$ cat src/design/dcache_defs.svh
`ifndef DCACHE_DEFS_SVH
`define DCACHE_DEFS_SVH

// cache geometry
`define DC_WAYS        4
`define DC_SETS        64
`define DC_LINE_WORDS  16

// address split, tag | index | offset
`define DC_TAG_W       20
`define DC_IDX_W       6
`define DC_OFF_W       6

// data path
`define DC_WORD_W      32
`define DC_BE_W        (`DC_WORD_W / 8)
`define DC_LINE_BYTES  (`DC_LINE_WORDS * `DC_BE_W)

`endif
$ cat src/design/dcache_mem_pkg.sv
`default_nettype none

`include "dcache_defs.svh"

package dcache_mem_pkg;

    // word 0 sits in the low bits
    typedef logic [`DC_LINE_WORDS-1:0][`DC_WORD_W-1:0] dc_line_t;

    typedef enum logic [2:0] {
        IDLE,
        LOOKUP,
        MISS,
        WRITEBACK,
        REFILL_REQ,
        REFILL,
        REPLAY
    } dc_state_e;

endpackage

`default_nettype wire

$ cat src/design/dcache_cpu_pkg.sv
`default_nettype none

`include "dcache_defs.svh"

package dcache_cpu_pkg;

    // word offset plus byte offset make up the line offset
    typedef struct packed {
        logic [`DC_TAG_W-1:0]   tag;
        logic [`DC_IDX_W-1:0]   index;
        logic [`DC_OFF_W-3:0]   word;
        logic [1:0]             byte_off;
    } dc_addr_fields_t;

    typedef union packed {
        logic [`DC_WORD_W-1:0]  raw;
        dc_addr_fields_t        f;
    } dc_addr_u;

    typedef struct packed {
        dc_addr_u               addr;
        logic                   op;      // 1 = write
        logic [`DC_BE_W-1:0]    be;
        logic [`DC_WORD_W-1:0]  wdata;
    } dc_req_t;

endpackage

`default_nettype wire

$ cat src/design/dcache_wb_if.sv
`timescale 1ns/1ps
`default_nettype none

interface dcache_wb_if;
    import dcache_cpu_pkg::*;
    import dcache_mem_pkg::*;

    logic     start;    // one-cycle job pulse
    dc_line_t line;     // victim line
    dc_addr_u addr;     // victim line address
    logic     done;     // pulse after write response

    modport ctrl (
        output start, line, addr,
        input  done
    );

    modport wbuf (
        input  start, line, addr,
        output done
    );

endinterface

`default_nettype wire

$ cat src/design/dcache_wbuf.sv
`timescale 1ns/1ps
`default_nettype none

`include "dcache_defs.svh"

module dcache_wbuf (
    input  wire logic                   clk,
    input  wire logic                   rst_n,
    dcache_wb_if.wbuf                   wb,
    output logic                        w_req,
    output logic [`DC_WORD_W-1:0]       w_addr,
    output logic                        w_data_req,
    output logic [`DC_BE_W-1:0]         w_strb,
    output logic [`DC_WORD_W-1:0]       w_data_axi,
    output logic                        w_last,
    output logic                        b_ready,
    input  wire logic                   w_rdy,
    input  wire logic                   w_data_ready,
    input  wire logic                   b_valid
);
    import dcache_cpu_pkg::*;
    import dcache_mem_pkg::*;

    typedef enum logic [1:0] {WB_IDLE, WB_ADDR, WB_DATA, WB_RESP} wb_phase_e;

    wb_phase_e                            phase;
    logic [$clog2(`DC_LINE_WORDS)-1:0]    beat;
    dc_line_t                             line_q;
    dc_addr_u                             addr_q;

    always_ff @(posedge clk) begin
        if (phase == WB_IDLE && wb.start) begin
            line_q <= wb.line;
            addr_q <= wb.addr;
        end
    end

    always_ff @(posedge clk or negedge rst_n) begin
        if (!rst_n) begin
            phase <= WB_IDLE;
            beat <= '0;
        end else begin
            case (phase)
                WB_IDLE: if (wb.start) phase <= WB_ADDR;
                WB_ADDR: begin
                    beat <= '0;
                    if (w_rdy) phase <= WB_DATA;
                end
                WB_DATA: begin
                    if (w_data_ready) begin
                        beat <= beat + 1'b1;
                        if (w_last) phase <= WB_RESP;
                    end
                end
                WB_RESP: if (b_valid) phase <= WB_IDLE;
                default: phase <= WB_IDLE;
            endcase
        end
    end

    assign w_req      = (phase == WB_ADDR);
    assign w_addr     = addr_q.raw;
    assign w_data_req = (phase == WB_DATA);
    assign w_strb     = '1;                   // whole-line write-back
    assign w_data_axi = line_q[beat];
    assign w_last     = w_data_req && (beat == `DC_LINE_WORDS - 1);
    assign b_ready    = (phase == WB_RESP);
    assign wb.done    = b_ready && b_valid;

endmodule

`default_nettype wire

$ cat src/flat_wrapper.sv
// flat-port wrapper written by rule: the top's interface ports become plain ports
module dcache_wbuf_flat import dcache_cpu_pkg::*; import dcache_mem_pkg::*;
  (clk, rst_n, w_req, w_addr, w_data_req, w_strb, w_data_axi, w_last, b_ready, w_rdy, w_data_ready, b_valid, wb_start, wb_line, wb_addr, wb_done);
  dcache_wb_if wb_i ();
  input  wire logic clk;
  input  wire logic rst_n;
  output logic w_req;
  output logic [`DC_WORD_W-1:0] w_addr;
  output logic w_data_req;
  output logic [`DC_BE_W-1:0] w_strb;
  output logic [`DC_WORD_W-1:0] w_data_axi;
  output logic w_last;
  output logic b_ready;
  input  wire logic w_rdy;
  input  wire logic w_data_ready;
  input  wire logic b_valid;
  input wire logic [$bits(wb_i.start)-1:0] wb_start;
  input wire logic [$bits(wb_i.line)-1:0] wb_line;
  input wire logic [$bits(wb_i.addr)-1:0] wb_addr;
  output wire logic [$bits(wb_i.done)-1:0] wb_done;
  assign wb_i.start = wb_start;
  assign wb_i.line = wb_line;
  assign wb_i.addr = wb_addr;
  assign wb_done = wb_i.done;
  dcache_wbuf u_core (.clk(clk), .rst_n(rst_n), .wb(wb_i), .w_req(w_req), .w_addr(w_addr), .w_data_req(w_data_req), .w_strb(w_strb), .w_data_axi(w_data_axi), .w_last(w_last), .b_ready(b_ready), .w_rdy(w_rdy), .w_data_ready(w_data_ready), .b_valid(b_valid));
endmodule
$ cat config.mk
export PLATFORM = sky130hd
export DESIGN_NAME = dcache_wbuf_flat
export DESIGN_NICKNAME = d
export VERILOG_FILES = /design/src/design/dcache_mem_pkg.sv /design/src/design/dcache_cpu_pkg.sv /design/src/design/dcache_wb_if.sv /design/src/design/dcache_wbuf.sv /design/src/flat_wrapper.sv
export VERILOG_INCLUDE_DIRS = /design/src /design/src/design
export SDC_FILE = /design/constraint.sdc
export NUM_CORES = 1
export LEC_CHECK = 0
export CORE_AREA = 2 2 241 243
export DETAILED_ROUTE_END_ITERATION = 8
export DIE_AREA = 0 0 243 245
export DONT_BUFFER_PORTS = 1
export PLACE_DENSITY = 0.47
export SLEW_MARGIN = 40
export SYNTH_ARGS = -nofsm -noshare
export SYNTH_HDL_FRONTEND = slang
export SYNTH_SLANG_ARGS = --single-unit
export TNS_END_PERCENT = 20
$ cat constraint.sdc
create_clock -name clk -period 20.1 [get_ports clk]
set_input_delay 4.02 -clock clk [delete_from_list [all_inputs] [get_ports clk]]
set_output_delay 4.02 -clock clk [all_outputs]
set_load 0.01 [all_outputs]
# --- Word-level counts from Yosys, hierarchy flattened ---
# Cells that the tools add are included.
word_totals:
  regBits: 550
  latch_bits: 0
  ramBits: 0
  mem_bits_ro: 0
  inputBits: 550
  output_inout_bits: 73
  elab_cells: 47
  memories: 0
op_classes:
  add_sub_neg: 1
  multipliers: 0
  div: 0
  order_cmp: 1
  eq_ne: 9
  shifts: 0
  n_mux: 10
  bitwise: 0
  n_reduce_logical: 7
ops:
  columns: ["cell", "count"]
  rows:
  - ["binary-select mux 32 bit (select 4 bit)", 1]
  - ["2-to-1 mux 32 bit", 1]
  - ["2-to-1 mux 2 bit", 5]
  - ["inequality test 2 bit, second input constant", 4]
  - ["case mux 2 bit (4 select lines)", 1]
  - ["case mux 4 bit (2 select lines)", 1]
  - ["< comparator 4 x 5 -> 1 bit, second input constant", 1]
  - ["AND reduction 5 bit", 1]
  - ["adder 4 x 1 -> 4 bit, second input constant", 1]
  - ["equality test 2 bit, second input constant", 2]
  - ["equality test 4 bit, second input constant", 1]
  - ["2-to-1 mux 4 bit", 1]
  - ["logical AND 1 bit", 3]
  - ["equality test 2 x 1 -> 1 bit, second input constant", 1]
  - ["logical NOT 2 bit", 1]
  - ["inequality test 2 x 1 -> 1 bit, second input constant", 1]
  - ["AND reduction 2 bit", 1]
  - ["nonzero test 2 bit", 1]

# --- Longest topological paths before layout ---
# Gate-level depths: netlist of run 1.
logic_depth:
  ltp_word: 5
  depth_mapped: 6
  mapped_depth_nobuf: 5

# --- Least setup slack after synthesis of run 1 ---
# No wires, ideal clock.
synth_timing:
  path_type: "input port to flip-flop"
  start: "in wb_start"
  end: "reg u_core.line_q[0] (netlist name), enable pin"
  setup_ns: 0.980
  arrival_time_ns: 16.137
  t_required_ns: 19.120
  setup_slack_ns: 2.982
  stages: 1
  n_path_buf: 0
  cell_sequence: "and2_1"
synth_via:
  elab_chain_len: 1
synth_rtl:
  columns: ["item", "line", "source"]
  rows:
  - ["from (decl)", "flat_wrapper.sv:17", "input wire logic [$bits(wb_i.start)-1:0] wb_start;"]
  - ["logical AND 1 bit", "dcache_wbuf.sv:32", "if (phase == WB_IDLE && wb.start) begin"]
  - ["to (signal assigned)", "dcache_wbuf.sv:33", "line_q <= wb.line;"]
  - ["to (decl)", "dcache_wbuf.sv:28", "dc_line_t line_q;"]
# No other way between the ends.
# A chain may end at the register's enable or synchronous reset.

# --- Worst setup path in the final report of run 1 ---
layout_timing:
  start: "in b_valid"
  end: "out wb_done"
layout_via:
  elab_chain_len: 1
layout_rtl:
  columns: ["item", "line", "source"]
  rows:
  - ["from (decl)", "flat_wrapper.sv:16", "input wire logic b_valid;"]
  - ["logical AND 1 bit", "dcache_wbuf.sv:68", "assign wb.done = b_ready && b_valid;"]
  - ["to (decl)", "flat_wrapper.sv:20", "output wire logic [$bits(wb_i.done)-1:0] wb_done;"]
# No other way between the ends.

==> results.sh, run 1 <==
export IMPL_status="complete, no violations"
export IMPL_nFillCells=5020
export IMPL_synth_top_area_share_pct=79.59
export IMPL_finalHoldViolCount=0
export IMPL_ys_seq_area_share_pct=80.32
export IMPL_dieWidth_um=243
export IMPL_place_hpwl_mm=36.89
export IMPL_clkTransAtPathRegs_ns=0.06
export IMPL_grt_start_max_net_pins=156
export IMPL_min_to="u_core.phase[1]"
export IMPL_seq_area_mm2=0.01649
export IMPL_min_delay_start="u_core.phase[1]"
export IMPL_cts_root_buf="clkbuf_16"
export IMPL_layout_setup_ws_ns=11.89
export IMPL_critPathTopFamily="simple AND/OR/NAND/NOR gates"
export IMPL_cts_tree="built"
export IMPL_dpl_worst_slack_ns=11.89
export IMPL_drt_iter0_drc=680
export IMPL_async_flop_share_pct=1.091
export IMPL_grt_pass1_vias=9806
export IMPL_power_share_sequential_pct=47.6
export IMPL_fin_util_pct=41.23
export IMPL_place_gp_congestion=0.8210
export IMPL_drive_above_1_share_pct=26.08
export IMPL_io_buffers=0
export IMPL_synth_area_mm2=0.02052
export IMPL_synthesis_instances=863
export IMPL_synth_seq_cells=550
export IMPL_core_mm2=0.05703
export IMPL_power_density_mw_per_mm2=141.9
export IMPL_grt_util_all_layers_pct=17.37
export IMPL_clock_skew_ns=0.02727
export IMPL_design_area_mm2=0.02352
export IMPL_r2r_cells=6
export IMPL_p_comb_share_pct=19.2
export IMPL_post_synth_cell_area_avg_um2=23.78
export IMPL_cp_start_kind="input pin"
export IMPL_numClockSinks=550
export IMPL_cp_required_ns=16.08
export IMPL_ys_types=30
export IMPL_cts_repair_resized=0
export IMPL_cts_max_level=2
export IMPL_finalPower_uw=3337
export IMPL_min_delay_path_class="reg -> reg"
export IMPL_cpPeakStageDelay_ns=0.17
export IMPL_rsz0062_at_grt="no"
export IMPL_p_int_uw=2448
export IMPL_cts_setup_buffers=0
export IMPL_yosys_area_top_type="edfxtp_1"
export IMPL_vias_per_cell=5.273
export IMPL_holdPathStages=1
export IMPL_placementRows=88
export IMPL_cp_slowest_cell="and2_1"
export IMPL_holdBufCountCts=0
export IMPL_maxSlewViolCount=0
export IMPL_area_growth_pct=14.57
export IMPL_synth_ff_type="edfxtp_1"
export IMPL_ir_drop_v=0.00009111
export IMPL_grt_pass1_wl_mm=73.47
export IMPL_worst_ep_arrival_time_ns=4.19
export IMPL_nets=1454
export IMPL_vias=9123
export IMPL_synth_warnings=0
export IMPL_cap_violations=0
export IMPL_wl_per_cell_um=30.54
export IMPL_ios=623
export IMPL_p_clk_share_pct=33.2
export IMPL_reg2reg_to="u_core.phase[1]"
export IMPL_cts_buffers=60
export IMPL_max_slew_margin_rel_pct=45.68
export IMPL_place_area_mm2=0.02146
export IMPL_critPathMaxFanout=2
export IMPL_drtAntennaViolNets=0
export IMPL_multi_input_area_mm2=0.003790
export IMPL_yosysMostFrequentCell="edfxtp_1"
export IMPL_path_cells="and2_1"
export IMPL_end_kind="output port"
export IMPL_yosys_top_cells_count="edfxtp_1 (544), mux4_2 (128), a22oi_1 (64), nand2_1 (35), clkbuf_1 (26)"
export IMPL_fin_crit_sh_pct=40.83
export IMPL_power_leakage_uw=0.007229
export IMPL_tightest_slew_ns=0.8148
export IMPL_period_needed_ns=8.207
export IMPL_crit_buf_inv=0
export IMPL_r2r_slack_ns=16.52
export IMPL_setup_viol=0
export IMPL_worstSetupPathType="in -> out"
export IMPL_synth_edf_count=544
export IMPL_r2r_start="u_core.beat[1]"
export IMPL_fmax_mhz=121.8
export IMPL_critPathLaunch="b_valid"
export IMPL_p_sw_uw=889.6
export IMPL_die_h_um=245
export IMPL_start_util_pct=35.99
export IMPL_antenna_found_initial=39
export IMPL_cts_buffer_depth=3
export IMPL_p_sw_share_pct=26.66
export IMPL_synthTopCellsByArea="edfxtp_1 (80%), mux4_2 (14%), a22oi_1 (2.3%)"
export IMPL_grt_overflow_total=0
export IMPL_fp_dieArea_mm2=0.05954
export IMPL_clock_latency_ns=0.62
export IMPL_drc=0
export IMPL_wl_mm=52.83
export IMPL_first_pass_iters=4
export IMPL_tns_ns=0
-- registers in the layout, indices dropped and copies added, names as in the netlist --
| signal | cells |
|---|---|
| u_core.line_q | 512 |
| u_core.beat | 4 |
| u_core.w_addr | 32 |
| u_core.phase | 2 |
-- cell usage in the layout (no fill, tap or decap), drive strengths merged, types with 2 or more instances in the layout --
cell type / Yosys / routed
clkbuf: 27 / 67
diode: 0 / 18
and2: 3 / 3
nand2: 35 / 35
buf: 22 / 19
dfrtp: 6 / 6
nand4: 2 / 2
a22oi: 64 / 64
bufinv: 0 / 8
o21ai: 3 / 3
nor2b: 5 / 5
ha: 6 / 6
conb: 1 / 4
edfxtp: 544 / 544
clkinv: 0 / 25
clkinvlp: 0 / 6
mux4: 128 / 128
nor2: 3 / 3
inv: 3 / 8
-- layer usage --
| metal | track usage, % | vias up | part of all wire [%] |
|---|---|---|---|
| met5 | 0 | - | 0.48 |
| met4 | 4.980 | 36 | 2.2 |
| met3 | 8.135 | 121 | 11 |
| met2 | 29.66 | 439 | 51 |
| met1 | 19.47 | 4738 | 35 |
| li1 | - | 3789 | - |
-- worst max-delay path by stage --
stage,slack (ns),cells past startpoint,to
5_1_grt,11.89,1,wb_done
6_report,11.89,1,wb_done
4_1_cts,11.89,1,wb_done
2_1_floorplan,2.98,1,u_core.line_q[0]
3_3_place_gp,11.89,1,wb_done
3_5_place_dp,11.89,1,wb_done
-- layout make-up --
class,instances,share of cell area [%]
Inverter,3,0.04789
Sequential cell,550,70.14
Multi-Input combinational cell,264,16.12
Antenna cell,18,0.1916
Tap cell,765,4.070
Timing Repair Buffer,19,0.9684
Clock buffer,67,6.497
Clock inverter,44,1.969
-- kinds of logic (layout without fill, tap and decap cells) --
group	count (synthesis)	after routing	share of synthesized area, %
buffers and inverters	52	133	1.396
muxes	130	130	14.15
AOI/OAI and AO/OA	73	73	2.670
other	1	22	0.01827
adders and majority gates	6	6	0.3658
DFF	550	550	80.32
and+or+nand+nor	51	51	1.079
-- power by group through the flow --
stage,Combinational [uW],Clock (uW),Sequential (uW)
6_report,640,1110,1590
5_1_grt,698,1190,1610
4_1_cts,658,1140,1590
3_5_place_dp,656,0,1620
3_3_place_gp,645,0,1610
2_1_floorplan,522,0,1720
-- metrics by stage --
step,instances,hold slack (ns)
2_1_floorplan,866,0.5116
3_3_place_gp,1597,0.5390
3_5_place_dp,1600,0.5465
4_1_cts,1711,0.5626
5_1_grt,1722,0.5841
6_report,1730,0.5552
Note: power is estimated with default switching activity, not from simulation.
==> inputs of run 2 (changes only) <==
- PLACE_DENSITY: 0.47 -> 0.49
- clock period: 20.1 -> 6.98 ns (I/O delays scaled with it)
==> results.sh, run 2 (synthesis gave the netlist of run 1 again) <==
export IMPL_status="complete, no violations"
export IMPL_cts_max_level=2
export IMPL_cp_start_kind="register"
export IMPL_nets=1452
export IMPL_area_growth_pct=14.46
export IMPL_critPathLaunch="u_core.beat[0]"
export IMPL_first_pass_iters=5
export IMPL_die_h_um=245
export IMPL_final_cell_mix="edfxtp_1 (544), mux4_2 (128), a22oi_1 (64), clkbuf_16 (58), nand2_1 (35)"
export IMPL_grt_pass1_vias=9638
export IMPL_fin_crit_sh_pct=60.69
export IMPL_holdBufCountCts=0
export IMPL_crit_buf_inv=2
export IMPL_worstSetupPathType="reg -> out"
export IMPL_antenna_found_initial=32
export IMPL_drive_above_1_share_pct=25.53
export IMPL_r2r_cells=6
export IMPL_drt_iter0_drc=658
export IMPL_cts_root_buf="clkbuf_16"
export IMPL_place_gp_congestion=0.7954
export IMPL_clkTransAtPathRegs_ns=0.06
export IMPL_clock_latency_ns=0.61
export IMPL_io_buffers=0
export IMPL_rsz0062_at_grt="no"
export IMPL_grt_start_max_net_pins=145
export IMPL_ir_drop_v=0.0002353
export IMPL_place_hpwl_mm=35.49
export IMPL_core_mm2=0.05703
export IMPL_placementRows=88
export IMPL_r2r_slack_ns=4.34
export IMPL_cts_buffer_depth=3
export IMPL_cts_buffers=58
export IMPL_r2r_start="u_core.phase[0]"
export IMPL_maxSlewViolCount=0
export IMPL_cap_violations=0
export IMPL_vias_per_cell=5.299
export IMPL_end_kind="output port"
export IMPL_fmax_mhz=236.1
export IMPL_cts_setup_buffers=0
export IMPL_critPathTopFamily="buffers and inverters"
export IMPL_finalPower_uw=9548
export IMPL_tns_ns=0
export IMPL_regMostFlops="u_core.line_q"
export IMPL_worst_ep_arrival_time_ns=2.84
export IMPL_cts_repair_resized=0
export IMPL_cts_tree="built"
export IMPL_grt_pass1_wl_mm=71.48
export IMPL_finalHoldViolCount=0
export IMPL_reg2reg_to="u_core.line_q[135]"
export IMPL_path_cells="buf_12, buf_12, mux4_2, a22oi_1, nand2_1"
export IMPL_drtAntennaViolNets=0
export IMPL_crit_top_cell="buf_12"
export IMPL_cp_required_ns=5.58
export IMPL_vias=9131
export IMPL_dieWidth_um=243
export IMPL_final_common_cell="edfxtp_1"
export IMPL_power_leakage_uw=0.007222
export IMPL_grt_util_all_layers_pct=16.86
export IMPL_tightest_slew_ns=0.8916
export IMPL_drc=0
export IMPL_ios=623
export IMPL_power_density_mw_per_mm2=406.4
export IMPL_cpPeakStageDelay_ns=0.56
export IMPL_start_util_pct=35.99
export IMPL_critPathMaxFanout=48
export IMPL_clock_skew_ns=0.01981
export IMPL_grt_overflow_total=0
export IMPL_wl_mm=51.72
export IMPL_max_slew_margin_rel_pct=40.56
export IMPL_largest_register_ffs=512
export IMPL_period_needed_ns=4.236
export IMPL_cp_slowest_cell="mux4_2"
export IMPL_numClockSinks=550
export IMPL_min_delay_path_class="in -> async"
export IMPL_setup_viol=0
export IMPL_wl_per_cell_um=30.01
export IMPL_fp_dieArea_mm2=0.05954
==> run 2: cell count changes in the layout (fill, tap and decap cells not counted), sizes merged <==
cell and change:
clkinv -2, inv -2, clkinvlp -4, bufinv +1
==> run 2: power by group <==
group          internal, uW  total (uW)  leakage, uW  switching (uW)
clock network          1850        3110     0.000938            1260
registers              4360        4570      0.00508             211
logic                   841        1870      0.00121            1030
total                  7050        9550      0.00722            2500
==> run 2: final cells by class <==
type	instances	area (um^2)
clock buffer	67	1485
clock inverter	37	435.4
tap	765	957.2
fill	5001	33540
sequential	550	16490
timing repair buffer	19	275.3
antenna	18	45.04
inverter	3	11.26
multi-input combinational	264	3790
==> run 2: layer usage <==
metal / GRT usage, % / share of wire [%] / vias up
met5: 0 / 0.47 / -
met4: 5.125 / 2.1 / 36
met3: 7.402 / 10 / 109
met2: 28.66 / 52 / 440
met1: 19.22 / 36 / 4765
li1: - / - / 3781
==> run 2: worst max path at each step <==
| stage | end | slack, ns | depth (start not counted) |
|---|---|---|---|
| 5_1_grt | w_data_axi[8] | 2.52 | 5 |
| 4_1_cts | w_data_axi[1] | 2.64 | 5 |
| 3_3_place_gp | w_data_axi[1] | 2.83 | 4 |
| 3_5_place_dp | w_data_axi[8] | 3.30 | 5 |
| 2_1_floorplan | u_core.line_q[0] | 1.37 | 1 |
| 6_report | w_data_axi[1] | 2.74 | 5 |
==> run 2: stage by stage <==
step           utilization (%)  setup WS [ns]  instances  area [um^2]  hold slack [ns]
2_1_floorplan                -          1.374        866        20540           0.5116
3_3_place_gp             37.55          2.828       1596        21420           0.5414
3_5_place_dp             37.74          3.300       1601        21530           0.5681
4_1_cts                  41.11          2.637       1705        23450           0.4379
5_1_grt                  41.14          2.517       1712        23470           0.4404
6_report                 41.19          2.744       1723        23490           0.4901
